**src/design/chdr_pkg.sv**
```systemverilog
// shared types for the two-channel ingress checker
package chdr_pkg;

    // widths that carry a meaning
    typedef logic [31:0] chdr_word_t;   // one stream word
    typedef logic [15:0] len_t;         // length in bytes or in words
    typedef logic [11:0] seq_t;         // header sequence number
    typedef logic [15:0] cnt_t;         // saturating error count
    typedef logic [7:0]  apb_addr_t;    // register byte address

    // one stream beat, travels next to a valid/ready pair
    typedef struct packed {
        chdr_word_t data;
        logic       last;   // last word of the packet
        logic       err;    // packet is to be discarded by the gate
    } axis_beat_t;

    // single cycle error flags from a frame checker
    typedef struct packed {
        logic len_err;      // header length is obviously bad
        logic eof_err;      // marked last word came without the last flag
        logic seq_err;      // sequence number gap
    } err_pulse_t;

    // apb request side, pready/pslverr/prdata come back separately
    typedef struct packed {
        logic       psel;
        logic       penable;
        logic       pwrite;
        apb_addr_t  paddr;
        chdr_word_t pwdata;
    } apb_req_t;

    // frame checker states
    typedef enum logic [1:0] {
        HDR  = 2'd0,    // expecting a header
        FWD  = 2'd1,    // forwarding body words
        EOF  = 2'd2,    // next word must be the last one
        WAIT = 2'd3     // resync, drop until a last flag
    } checker_state_e;

    // register map
    localparam apb_addr_t ADDR_CTRL    = 8'h00;  // bit 0 = clear, write only
    localparam apb_addr_t ADDR_CH0_LEN = 8'h04;
    localparam apb_addr_t ADDR_CH0_EOF = 8'h08;
    localparam apb_addr_t ADDR_CH0_SEQ = 8'h0C;
    localparam apb_addr_t ADDR_CH1_LEN = 8'h10;
    localparam apb_addr_t ADDR_CH1_EOF = 8'h14;
    localparam apb_addr_t ADDR_CH1_SEQ = 8'h18;

endpackage

```
**src/design/chdr_out_arbiter.sv**
```systemverilog
`timescale 1ns/1ns
// round robin between the two gates, switching only between packets
module chdr_out_arbiter (
    input  logic                  clk,
    input  logic                  i_rst_n,
    input  chdr_pkg::axis_beat_t  i_beat0,
    input  logic                  i_valid0,
    output logic                  o_ready0,
    input  chdr_pkg::axis_beat_t  i_beat1,
    input  logic                  i_valid1,
    output logic                  o_ready1,
    output chdr_pkg::axis_beat_t  o_beat,
    output logic                  o_valid,
    input  logic                  i_ready,
    output logic                  o_src
);

    logic busy;         // a packet has been offered and is not finished
    logic grant;        // channel in progress, or the one served last
    logic pick;         // choice for a new packet
    logic sel;

    // last served channel loses a tie
    always_comb begin
        if (i_valid0 && i_valid1)
            pick = ~grant;
        else
            pick = i_valid1;
    end

    assign sel   = busy ? grant : pick;
    assign o_src = sel;

    // plain mux, no added latency
    assign o_valid  = sel ? i_valid1 : i_valid0;
    assign o_beat   = sel ? i_beat1 : i_beat0;
    assign o_ready0 = i_ready && !sel;      // only the granted gate sees ready
    assign o_ready1 = i_ready && sel;

    // lock the grant as soon as a beat is offered so a stalled
    // beat cannot be swapped for the other channel
    always_ff @(posedge clk or negedge i_rst_n) begin
        if (!i_rst_n) begin
            busy  <= 1'b0;
            grant <= 1'b1;                  // channel 0 wins the first tie
        end else if (o_valid) begin
            grant <= sel;
            busy  <= !(i_ready && o_beat.last);
        end
    end

endmodule

```
**config.mk**
```make
export PLATFORM = sky130hd
export DESIGN_NAME = chdr_out_arbiter
export DESIGN_NICKNAME = d
export VERILOG_FILES = /design/src/design/chdr_pkg.sv /design/src/design/chdr_out_arbiter.sv
export SDC_FILE = /design/constraint.sdc
export NUM_CORES = 1
export LEC_CHECK = 0
export ABC_AREA = 1
export ABC_CLOCK_PERIOD_IN_PS = 1900
export BUFFER_PORTS_ARGS = -buffer_cell sky130_fd_sc_hd__buf_2
export CAP_MARGIN = 20
export CORE_MARGIN = 1.5
export CORE_UTILIZATION = 27
export CTS_BUF_LIST = sky130_fd_sc_hd__clkbuf_2 sky130_fd_sc_hd__clkbuf_4 sky130_fd_sc_hd__clkbuf_8
export DETAILED_ROUTE_END_ITERATION = 10
export HOLD_SLACK_MARGIN = 0.06
export PLACE_DENSITY = 0.81
export SYNTH_ARGS = -nofsm -noshare
export SYNTH_HDL_FRONTEND = slang
export SYNTH_SLANG_ARGS = --single-unit
```
**constraint.sdc**
```tcl
create_clock -name clk -period 1.9 [get_ports clk]
set_input_delay 0.38 -clock clk [delete_from_list [all_inputs] [get_ports clk]]
set_output_delay 0.38 -clock clk [all_outputs]
set_load 0.02 [all_outputs]
```
==> impl_metrics.json <==
{
  "r2r_start": "grant",
  "portBuffers": 110,
  "finalHoldViolations": 0,
  "crit_top_cell": "nand2_1",
  "worst_clock_skew_ns": 0.0108,
  "min_period_ns": 1.93,
  "period_share_pct": 101,
  "drtPass1Iterations": 4,
  "drc_errors": 0,
  "place_hpwl_um": 1990,
  "rsz0062_at_grt": "true",
  "post-route-util_pct": 83.2,
  "wire_per_inst_um": 13.2,
  "first_global_vias": 1031,
  "ant_nets": 0,
  "tightestPinTransition_ns": 0.166,
  "synth_xor_area_share_pct": 0,
  "ys_ff_latch": 2,
  "intPower_mw": 1.46,
  "ioPinCount": 111,
  "power.share.clock_pct": 4.0,
  "placed_area_sq_mm": 0.00117,
  "synth_cell_types": 14,
  "pwr_density_cell_mw_per_mm2": 1770,
  "ir_drop_v": 0.00125,
  "slowest_stage": "dfstp_2",
  "slew_viol_final": 0,
  "yosys.area.top_type": "nand2_1",
  "r2r_slack_ns": 0.62,
  "initial_core_util_pct": 29.8,
  "clk_path_buf_depth": 2,
  "dieArea_sq_mm": 0.00252,
  "viasPerCell": 4.55,
  "reg2reg_depth": 8,
  "synthAdderAreaFrac_pct": 0,
  "cts_tree": "done",
  "clkTransAtPathRegs_ns": 0.03,
  "die_h_um": 50.2,
  "clk_latency_ns": 0.23,
  "core-area_sq_mm": 0.00202,
  "grt_max_degree": 13,
  "yosys_warnings": 0,
  "cts_max_level": 1,
  "antenna_found_initial": 0,
  "hold_depth": 3,
  "total_power_mw": 2.98,
  "yosysTopAreaCellShare_pct": 65.5,
  "antennaDiodeCount": 0,
  "timing.rr.end": "busy",
  "violations": "negative setup slack",
  "synth_compound_area_share_pct": 0,
  "path_class": "reg2out",
  "cellLeakagePower_nw": 1.03,
  "die_width_um": 50.2,
  "yosysSeqAreaShare_pct": 8.52,
  "hold_path_class": "in2reg",
  "hold-path-endpoint": "grant",
  "syn_to_final_growth_pct": 180,
  "post_synth_inst_count": 131,
  "power_frac_comb_pct": 92.6,
  "min-delay-start": "i_valid1",
  "design_area_sq_mm": 0.00168,
  "dp_worst_setup_slack_ns": 0.157,
  "rows": 16,
  "synth.area.top_cells": "nand2_1 (65%), clkbuf_8 (6.9%), dfstp_2 (4.4%), dfrtp_1 (4.2%), nand3_1 (4.2%)",
  "drtIter0Drc": 18,
  "cts_sinks": 2,
  "cpPeakStageDelay_ns": 0.56,
  "nFillCells": 133,
  "fin_cells": 277,
  "grt_pass1_wl_um": 3940,
  "worstPathArrival_ns": 1.55,
  "routed_wl_um": 3660,
  "synth_area_sq_um": 602,
  "setup_ws_ns": -0.0264,
  "grt.total_usage_pct": 19.3,
  "syn_nets": 204,
  "maxCapViolCount": 0,
  "max_slew_margin_pct": 88.9,
  "setup_viol_count_final": 1,
  "num_vias": 1260,
  "cp_top_family": "flip-flops",
  "worstPathRequired_ns": 1.52,
  "cp_num_buf_inv": 3,
  "grt_remaining_overflow": 0,
  "p_seq_share_pct": 3.4,
  "fin_nets": 324,
  "status": "finished with violations",
  "cts-root-buf": "clkbuf_4",
  "power.net_switching_mw": 1.52,
  "start_kind": "flip-flop",
  "postSynthAreaPerCell_sq_um": 4.59,
  "placedCellCount": 266,
  "clock.fmax_ghz": 0.519,
  "synthMuxAreaShare_pct": 0,
  "path_cells": "nand2_2 -> nand3_4 -> nand2_8 -> clkinv_8 -> clkbuf_16 -> nand2_1 -> nand2_1 -> buf_6",
  "gp_congestion": 0.665,
  "cts_buffers": 3,
  "synth_top_family_by_area": "simple AND/OR/NAND/NOR gates",
  "path_max_fanout": 6,
  "swShare_pct": 50.9,
  "layout-drive-gt1-share_pct": 69.2,
  "synth-simple-area-share_pct": 76.7,
  "worstSetupEndpointType": "primary output"
}
## worst max-delay path by stage
| stage | startpoint | to | slack [ns] | cells past startpoint |
|---|---|---|---|---|
| global route | grant | o_beat[15] | -0.07 | 8 |
| floorplan | grant | o_ready0 | 0.23 | 6 |
| global placement | grant | o_beat[25] | 0.18 | 8 |
| detailed placement | grant | o_beat[11] | 0.16 | 8 |
| finish | grant | o_beat[15] | -0.03 | 8 |
| CTS | grant | o_beat[11] | 0.03 | 8 |
## through the flow
| stage | TNS, ns | hold slack, ns |
|---|---|---|
| final | -0.0264 | 0.436 |
| after global routing | -1.07 | 0.459 |
| after CTS | 0 | 0.434 |
| after detailed placement | 0 | 0.166 |
| after global placement | 0 | 0.165 |
| after floorplan | 0 | 0.0844 |
## cell usage in the layout (no fill, tap or decap), drive strengths merged
| cell type | n |
|---|---|
| dlygate4sd3 | 1 |
| clkinv | 1 |
| dfrtp | 1 |
| nand2 | 108 |
| clkbuf | 7 |
| inv | 4 |
| dfstp | 1 |
| nor2 | 2 |
| and2 | 1 |
| nand3 | 6 |
| buf | 118 |
## cell usage after synthesis, drive strengths merged
library cell	instances
nand2	108
nand3	6
inv	5
buf	4
clkbuf	3
nor2	2
and2	1
dfrtp	1
dfstp	1
## repair_timing
item / in CTS / in global routing
pin swaps: 1 / 16
endpoints found under the hold margin: 1 / 0
resized for setup: 6 / 113
setup buffers: 3 / 0
setup endpoints to repair: 35 / 36
cloned: 1 / 3
hold buffers: 1 / 0
## final cells by class
cell class	count	area (sq um)	share of cell area, %
clock buffers	4	30.0	1.78
inverters	5	31.3	1.86
multi-input cells	117	611	36.3
flip-flops and latches	2	51.3	3.05
well taps	27	33.8	2.01
repair buffers	122	926	55.0
## state kept, by name, indices dropped and copies added (netlist names)
signal and count:
grant 1, busy 1
## routing by layer
metal | GRT usage (%) | vias to the layer above | wire (um) | share of wire (%)
met1 | 17.7 | 547 | 1250 | 34
met5 | 0 | - | 0 | 0
met3 | 4.76 | 14 | 311 | 8.5
met4 | 6.02 | 0 | 112 | 3.1
li1 | - | 628 | - | -
met2 | 40.1 | 71 | 1980 | 54
## logic make-up after synthesis
family	after synthesis
buf+inv	12
flops	2
simple gates	117
## worst min-delay path, cell delays in order
cell     delay, ns
buf_2         0.13
nand2_4       0.08
nand2_1       0.05
## power groups by stage
stage / Sequential, mW / Combinational, mW / Clock [mW]
final: 0.101 / 2.76 / 0.120
after global routing: 0.105 / 2.93 / 0.126
after CTS: 0.0853 / 1.85 / 0.125
after detailed placement: 0.0858 / 1.69 / 0
after global placement: 0.0858 / 1.69 / 0
after floorplan: 0.0828 / 1.20 / 0
Note: power is estimated with default switching activity, not from simulation.
