--- src/design/chdr_pkg.sv ---
// shared types for the two-channel ingress checker
package chdr_pkg;

    // widths that carry a meaning
    typedef logic [31:0] chdr_word_t;   // one stream word
    typedef logic [15:0] len_t;         // length in bytes or in words
    typedef logic [11:0] seq_t;         // header sequence number
    typedef logic [15:0] cnt_t;         // saturating error count
    typedef logic [7:0]  apb_addr_t;    // register byte address

    // one stream beat, travels next to a valid/ready pair
    typedef struct packed {
        chdr_word_t data;
        logic       last;   // last word of the packet
        logic       err;    // packet is to be discarded by the gate
    } axis_beat_t;

    // single cycle error flags from a frame checker
    typedef struct packed {
        logic len_err;      // header length is obviously bad
        logic eof_err;      // marked last word came without the last flag
        logic seq_err;      // sequence number gap
    } err_pulse_t;

    // apb request side, pready/pslverr/prdata come back separately
    typedef struct packed {
        logic       psel;
        logic       penable;
        logic       pwrite;
        apb_addr_t  paddr;
        chdr_word_t pwdata;
    } apb_req_t;

    // frame checker states
    typedef enum logic [1:0] {
        HDR  = 2'd0,    // expecting a header
        FWD  = 2'd1,    // forwarding body words
        EOF  = 2'd2,    // next word must be the last one
        WAIT = 2'd3     // resync, drop until a last flag
    } checker_state_e;

    // register map
    localparam apb_addr_t ADDR_CTRL    = 8'h00;  // bit 0 = clear, write only
    localparam apb_addr_t ADDR_CH0_LEN = 8'h04;
    localparam apb_addr_t ADDR_CH0_EOF = 8'h08;
    localparam apb_addr_t ADDR_CH0_SEQ = 8'h0C;
    localparam apb_addr_t ADDR_CH1_LEN = 8'h10;
    localparam apb_addr_t ADDR_CH1_EOF = 8'h14;
    localparam apb_addr_t ADDR_CH1_SEQ = 8'h18;

endpackage

--- src/design/chdr_err_regs.sv ---
`timescale 1ns/1ns
// apb register block
// per channel error counters and the global clear
module chdr_err_regs (
    input  logic                  clk,
    input  logic                  i_rst_n,
    input  chdr_pkg::apb_req_t    i_apb,
    output chdr_pkg::chdr_word_t  o_prdata,
    output logic                  o_pready,
    output logic                  o_pslverr,
    input  chdr_pkg::err_pulse_t  i_err0,
    input  chdr_pkg::err_pulse_t  i_err1,
    output logic                  o_clear
);

    chdr_pkg::err_pulse_t err_in  [2];
    chdr_pkg::cnt_t       len_cnt [2];
    chdr_pkg::cnt_t       eof_cnt [2];
    chdr_pkg::cnt_t       seq_cnt [2];
    chdr_pkg::cnt_t       rd_cnt;

    logic access;       // apb access phase
    logic mapped;
    logic clear_q;

    // stops at 0xffff
    function automatic chdr_pkg::cnt_t sat_inc(input chdr_pkg::cnt_t cnt, input logic hit);
        if (hit && (cnt != 16'hFFFF))
            return cnt + 16'd1;
        return cnt;
    endfunction

    assign err_in[0] = i_err0;
    assign err_in[1] = i_err1;

    assign access   = i_apb.psel && i_apb.penable;
    assign o_pready = 1'b1;                 // no wait states
    assign o_clear  = clear_q;

    always_ff @(posedge clk or negedge i_rst_n) begin
        if (!i_rst_n) begin
            clear_q <= 1'b0;
            for (int ch = 0; ch < 2; ch++) begin
                len_cnt[ch] <= '0;
                eof_cnt[ch] <= '0;
                seq_cnt[ch] <= '0;
            end
        end else begin
            // one cycle pulse the cycle after the write
            clear_q <= access && i_apb.pwrite && i_apb.pwdata[0] &&
                       (i_apb.paddr == chdr_pkg::ADDR_CTRL);
            for (int ch = 0; ch < 2; ch++) begin
                if (clear_q) begin
                    len_cnt[ch] <= '0;
                    eof_cnt[ch] <= '0;
                    seq_cnt[ch] <= '0;
                end else begin
                    len_cnt[ch] <= sat_inc(len_cnt[ch], err_in[ch].len_err);
                    eof_cnt[ch] <= sat_inc(eof_cnt[ch], err_in[ch].eof_err);
                    seq_cnt[ch] <= sat_inc(seq_cnt[ch], err_in[ch].seq_err);
                end
            end
        end
    end

    // read decode
    always_comb begin
        rd_cnt = '0;
        mapped = 1'b1;
        case (i_apb.paddr)
            chdr_pkg::ADDR_CTRL:    rd_cnt = '0;    // clear bit reads back 0
            chdr_pkg::ADDR_CH0_LEN: rd_cnt = len_cnt[0];
            chdr_pkg::ADDR_CH0_EOF: rd_cnt = eof_cnt[0];
            chdr_pkg::ADDR_CH0_SEQ: rd_cnt = seq_cnt[0];
            chdr_pkg::ADDR_CH1_LEN: rd_cnt = len_cnt[1];
            chdr_pkg::ADDR_CH1_EOF: rd_cnt = eof_cnt[1];
            chdr_pkg::ADDR_CH1_SEQ: rd_cnt = seq_cnt[1];
            default:                mapped = 1'b0;
        endcase
    end

    assign o_prdata  = (access && !i_apb.pwrite) ? {16'h0000, rd_cnt} : '0;
    assign o_pslverr = access && !mapped;   // unmapped reads give zero data

endmodule

--- config.mk ---
export PLATFORM = sky130hd
export DESIGN_NAME = chdr_err_regs
export DESIGN_NICKNAME = d
export VERILOG_FILES = /design/src/design/chdr_pkg.sv /design/src/design/chdr_err_regs.sv
export SDC_FILE = /design/constraint.sdc
export NUM_CORES = 1
export LEC_CHECK = 0
export ABC_AREA = 1
export BUFFER_PORTS_ARGS = -buffer_cell sky130_fd_sc_hd__buf_2
export CORE_MARGIN = 2
export CORE_UTILIZATION = 28
export DETAILED_ROUTE_END_ITERATION = 8
export PLACE_DENSITY = 0.51
export SYNTH_ARGS = -nofsm -noshare
export SYNTH_HDL_FRONTEND = slang
export SYNTH_SLANG_ARGS = --single-unit
--- constraint.sdc ---
create_clock -name clk -period 2.3 [get_ports clk]
set_clock_uncertainty 0.15 [all_clocks]
set_input_delay 0.115 -clock clk [delete_from_list [all_inputs] [get_ports clk]]
set_output_delay 0.115 -clock clk [all_outputs]
set_load 0.005 [all_outputs]
==> results.md <==
- The remaining antenna violation count after routing is 0.
- Dividing the final minimum period by the clock period gives 0.904.
- The share of final-layout standard cells stronger than drive strength 1 is 0.102.
- Power spread over the standard cell area amounts to slightly below 600 nW/um^2.
- The number of antenna violations at the first check in global routing is 0.
- From left edge to right edge, the die measures 165 um.
- The final non-filler cell total is ~1.5k.
- The fraction of synthesized cell area taken by the top area cell type is 0.335.
- The run finished with clean final reports.
- STA classifies the critical path endpoint as a flop.
- The library cell occupying the most area in the post-synthesis netlist is sky130_fd_sc_hd__dfrtp_1.
- The global-route wire length before repair is ~36000 um.
- For this run, the total global-route usage over all layers was measured as 0.169.
- The count of mapped cells out of synthesis is about 1.1k.
- The count of flip-flops with a built-in enable after synthesis is 0.
- In this run, CTS created clock tree buffers numbering 9.
- The type of the worst min-delay path is in -> async.
- The filler cells instantiated in the layout total 2781.
- For this design the top-level I/O count stands at 86.
- The most used flip-flop cell after synthesis is sky130_fd_sc_hd__dfrtp_1.
- The number of resized instances in the post-cts repair step is 0.
- The synthesized area divided by synthesized cell count is around 6.5 um^2.
- The leading cell type in the layout, fill and taps excluded is sky130_fd_sc_hd__nand2_1.
- The total wire length after detailed routing is around 22000 um.
- STA puts the critical path data required time at around 2.5 ns.
- The first routing iteration left ~660 violations.
- The arrival time reported for the critical path endpoint is ~2.2 ns.
- Of all flip-flops after synthesis, the portion carrying an async set or reset was 1.00.
- Entering global routing, the biggest net connects about 50 pins.
- The number of remaining DRC errors is 0.
- The floorplan die area is around 27000 um^2.
- The met2 track demand over resource is 0.263.
- The warning count from the yosys run is 0.
- The fraction of met1 tracks used by global routing is 0.241.
- Summed over all failing endpoints, the final setup total negative slack is 0 ns.
- At the later pin of the worst-skew pair, clock insertion delay measures 0.36 ns.
- The net count reported at finish is ~1.2k.
- Summed over all layers, the global routing overflow is 0.
- For this configuration, the core starts out at a cell density of 0.286.
- The number of sinks driven by the clock tree is 97.
- The setup slack of the worst register-to-register path is 0.30 ns.
- The total half-perimeter wirelength after legalization and detailed placement is between 15000 and 20000 um.
- Including well taps, the total number of placed cells is approximately 1.5k.
- Counting flops and latches in the post-synthesis netlist gives 97.
- The peak ir drop on the vdd network is approximately 0.34 mV.
- The largest driver fanout on the critical path is 2.
- The count of cell types in the netlist is 32.
- The top cell types in the final layout, fill and taps aside, are sky130_fd_sc_hd__nand2_1 (354), sky130_fd_sc_hd__nand3_1 (185), sky130_fd_sc_hd__nor2_1 (151).
- By area the synthesized netlist is led by sky130_fd_sc_hd__dfrtp_1 (33%), sky130_fd_sc_hd__nand2_1 (18%), sky130_fd_sc_hd__nand3_1 (13%).
- The longest clock path from root to sink contains 2 buffers.
- TritonCTS built the clock tree.
- The total power consumption of the routed design is 4.81 mW.
- STA classifies the critical path startpoint as an input pin.
- The post-detailed-route wirelength per cell is between 10 and 15 um.
- The layer with the highest usage after global routing is met2.
- At the end of routability-driven placement, the weighted congestion stood at 0.850.
- The final period demand of the worst path is approximately 2.1 ns.
- Buffers added to address setup during post-CTS repair amount to 0.
- The count of standard-cell rows is slightly below 60.
- Across the run, the number of max-cap violations was 0.
- The number of buffer cells added on primary ports is 37.
- The count of final hold-check violations was 0.
- From bottom edge to top edge, the die measures between 150 and 200 um.
- The clock slew seen by the registers of the worst setup and hold paths is ~0.070 ns.
- The library cell used as clock root buffer is sky130_fd_sc_hd__clkbuf_16.
- The number of global-route vias before repair is between 6k and 7k.
- After clock tree synthesis, the flow added hold-fix buffers numbering 9.
- Compared with the post-synthesis result, the final layout area differs by 12.9%.
- The H-tree generated during clock tree synthesis spans 3 levels.
- The highest attainable clock frequency is 481 MHz.
- Using the TritonRoute via totals, the vias-per-cell ratio works out to about 4.7.
- For this block, the via count after detailed routing is around 7.0k.
- The share of the yosys chip area belonging to registers is 0.335.
- For this run, global-route usage on met3 was measured as 0.0261.
- The first-pass iteration count of the detailed router is 5.
- Hold is met by 0.0723 ns.
- The summed instance area of the synthesized netlist is around 7200 um^2.
- The analysis attributes to cell leakage a power of between 3 and 4 nW.
- The repair_antennas step left the layout with diodes totalling 0.
- The max-slew violation total from the final report is 0.
- By startpoint and endpoint, the worst setup path is classified as in -> reg.
- The core region is around 25000 um^2.
- Setup repair after global routing left no endpoint under its margin.
- The number of setup violations in the final report is 0.
[cell usage after synthesis, types with 6 or more instances]
master,n
sky130_fd_sc_hd__nor2_1,154
sky130_fd_sc_hd__ha_1,6
sky130_fd_sc_hd__clkbuf_1,9
sky130_fd_sc_hd__inv_1,84
sky130_fd_sc_hd__buf_2,19
sky130_fd_sc_hd__buf_6,8
sky130_fd_sc_hd__xor2_1,26
sky130_fd_sc_hd__nand3_1,185
sky130_fd_sc_hd__nand4_1,49
sky130_fd_sc_hd__dfrtp_1,97
sky130_fd_sc_hd__nor2_4,13
sky130_fd_sc_hd__nor3_1,7
sky130_fd_sc_hd__or2_2,6
sky130_fd_sc_hd__o21ai_0,9
sky130_fd_sc_hd__nand2_1,354
sky130_fd_sc_hd__nand3b_1,7
sky130_fd_sc_hd__nand2_2,7
sky130_fd_sc_hd__nor2_2,10
sky130_fd_sc_hd__o21bai_1,9
sky130_fd_sc_hd__buf_4,20
sky130_fd_sc_hd__a21oi_1,11
[state kept, by name, summed over array words and instances (netlist names)]
name / flops
o_clear: 1
seq_cnt: 32
len_cnt: 32
eof_cnt: 32
[worst paths after layout]
path                                  from     endpoint  cells past startpoint
worst max-delay path             i_apb[40]      o_clear                      6
worst min-delay path               i_rst_n   seq_cnt[7]                      2
worst max register to register  len_cnt[1]  len_cnt[13]                     10
worst min register to register  eof_cnt[1]   eof_cnt[1]                      2
max in group asynchronous          i_rst_n  len_cnt[10]                      3
min in group clk                 i_err1[2]  len_cnt[12]                      5
[per-stage QoR]
| step | util | cell area, um^2 | worst slack [ns] |
|---|---|---|---|
| 2_1_floorplan | - | 7310 | 0.605 |
| 3_3_place_gp | 0.306 | 7750 | 0.314 |
| 5_1_grt | 0.323 | 8190 | 0.0990 |
| 3_5_place_dp | 0.306 | 7750 | 0.313 |
| 4_1_cts | 0.323 | 8190 | 0.300 |
| 6_report | 0.323 | 8190 | 0.220 |
[cell type report]
class                   count  area (um^2)  share of cell area
clock inverters             4         73.8             0.00902
well taps                 330          413              0.0504
flip-flops and latches     97         2430               0.297
multi-input cells         883         4190               0.512
repair buffers             65          483              0.0590
inverters                  88          330              0.0404
clock buffers              12          267              0.0326
[cell families after synthesis]
| logic type | after synthesis | synth area share |
|---|---|---|
| and+or+nand+nor | 796 | 0.493 |
| buffers and inverters | 144 | 0.0965 |
| DFF | 97 | 0.335 |
| AOI/OAI and AO/OA | 33 | 0.0269 |
| xor gates and xnor gates | 31 | 0.0375 |
| adders and majority gates | 6 | 0.0104 |
| other | 2 | 0.00104 |
[routing by layer]
metal,part of all wire,wire [um]
met5,0,0
met3,0.040,874
met4,0.022,482
met2,0.45,9890
met1,0.49,10700
[worst max-delay path, stage by stage]
cell and delay, ns:
sky130_fd_sc_hd__dlygate4sd3_1 0.52, sky130_fd_sc_hd__buf_2 0.10, sky130_fd_sc_hd__nand4_1 0.11, sky130_fd_sc_hd__dlygate4sd3_1 0.63, sky130_fd_sc_hd__nor4_1 0.18, sky130_fd_sc_hd__dlygate4sd3_1 0.58
[power by group]
part	leakage [nW]	switching (mW)	internal, mW
Combinational	2.51	0.463	0.325
Sequential	1.31	0.369	1.92
Clock	0.169	0.689	1.04
Power figures use the tool's default switching activity.
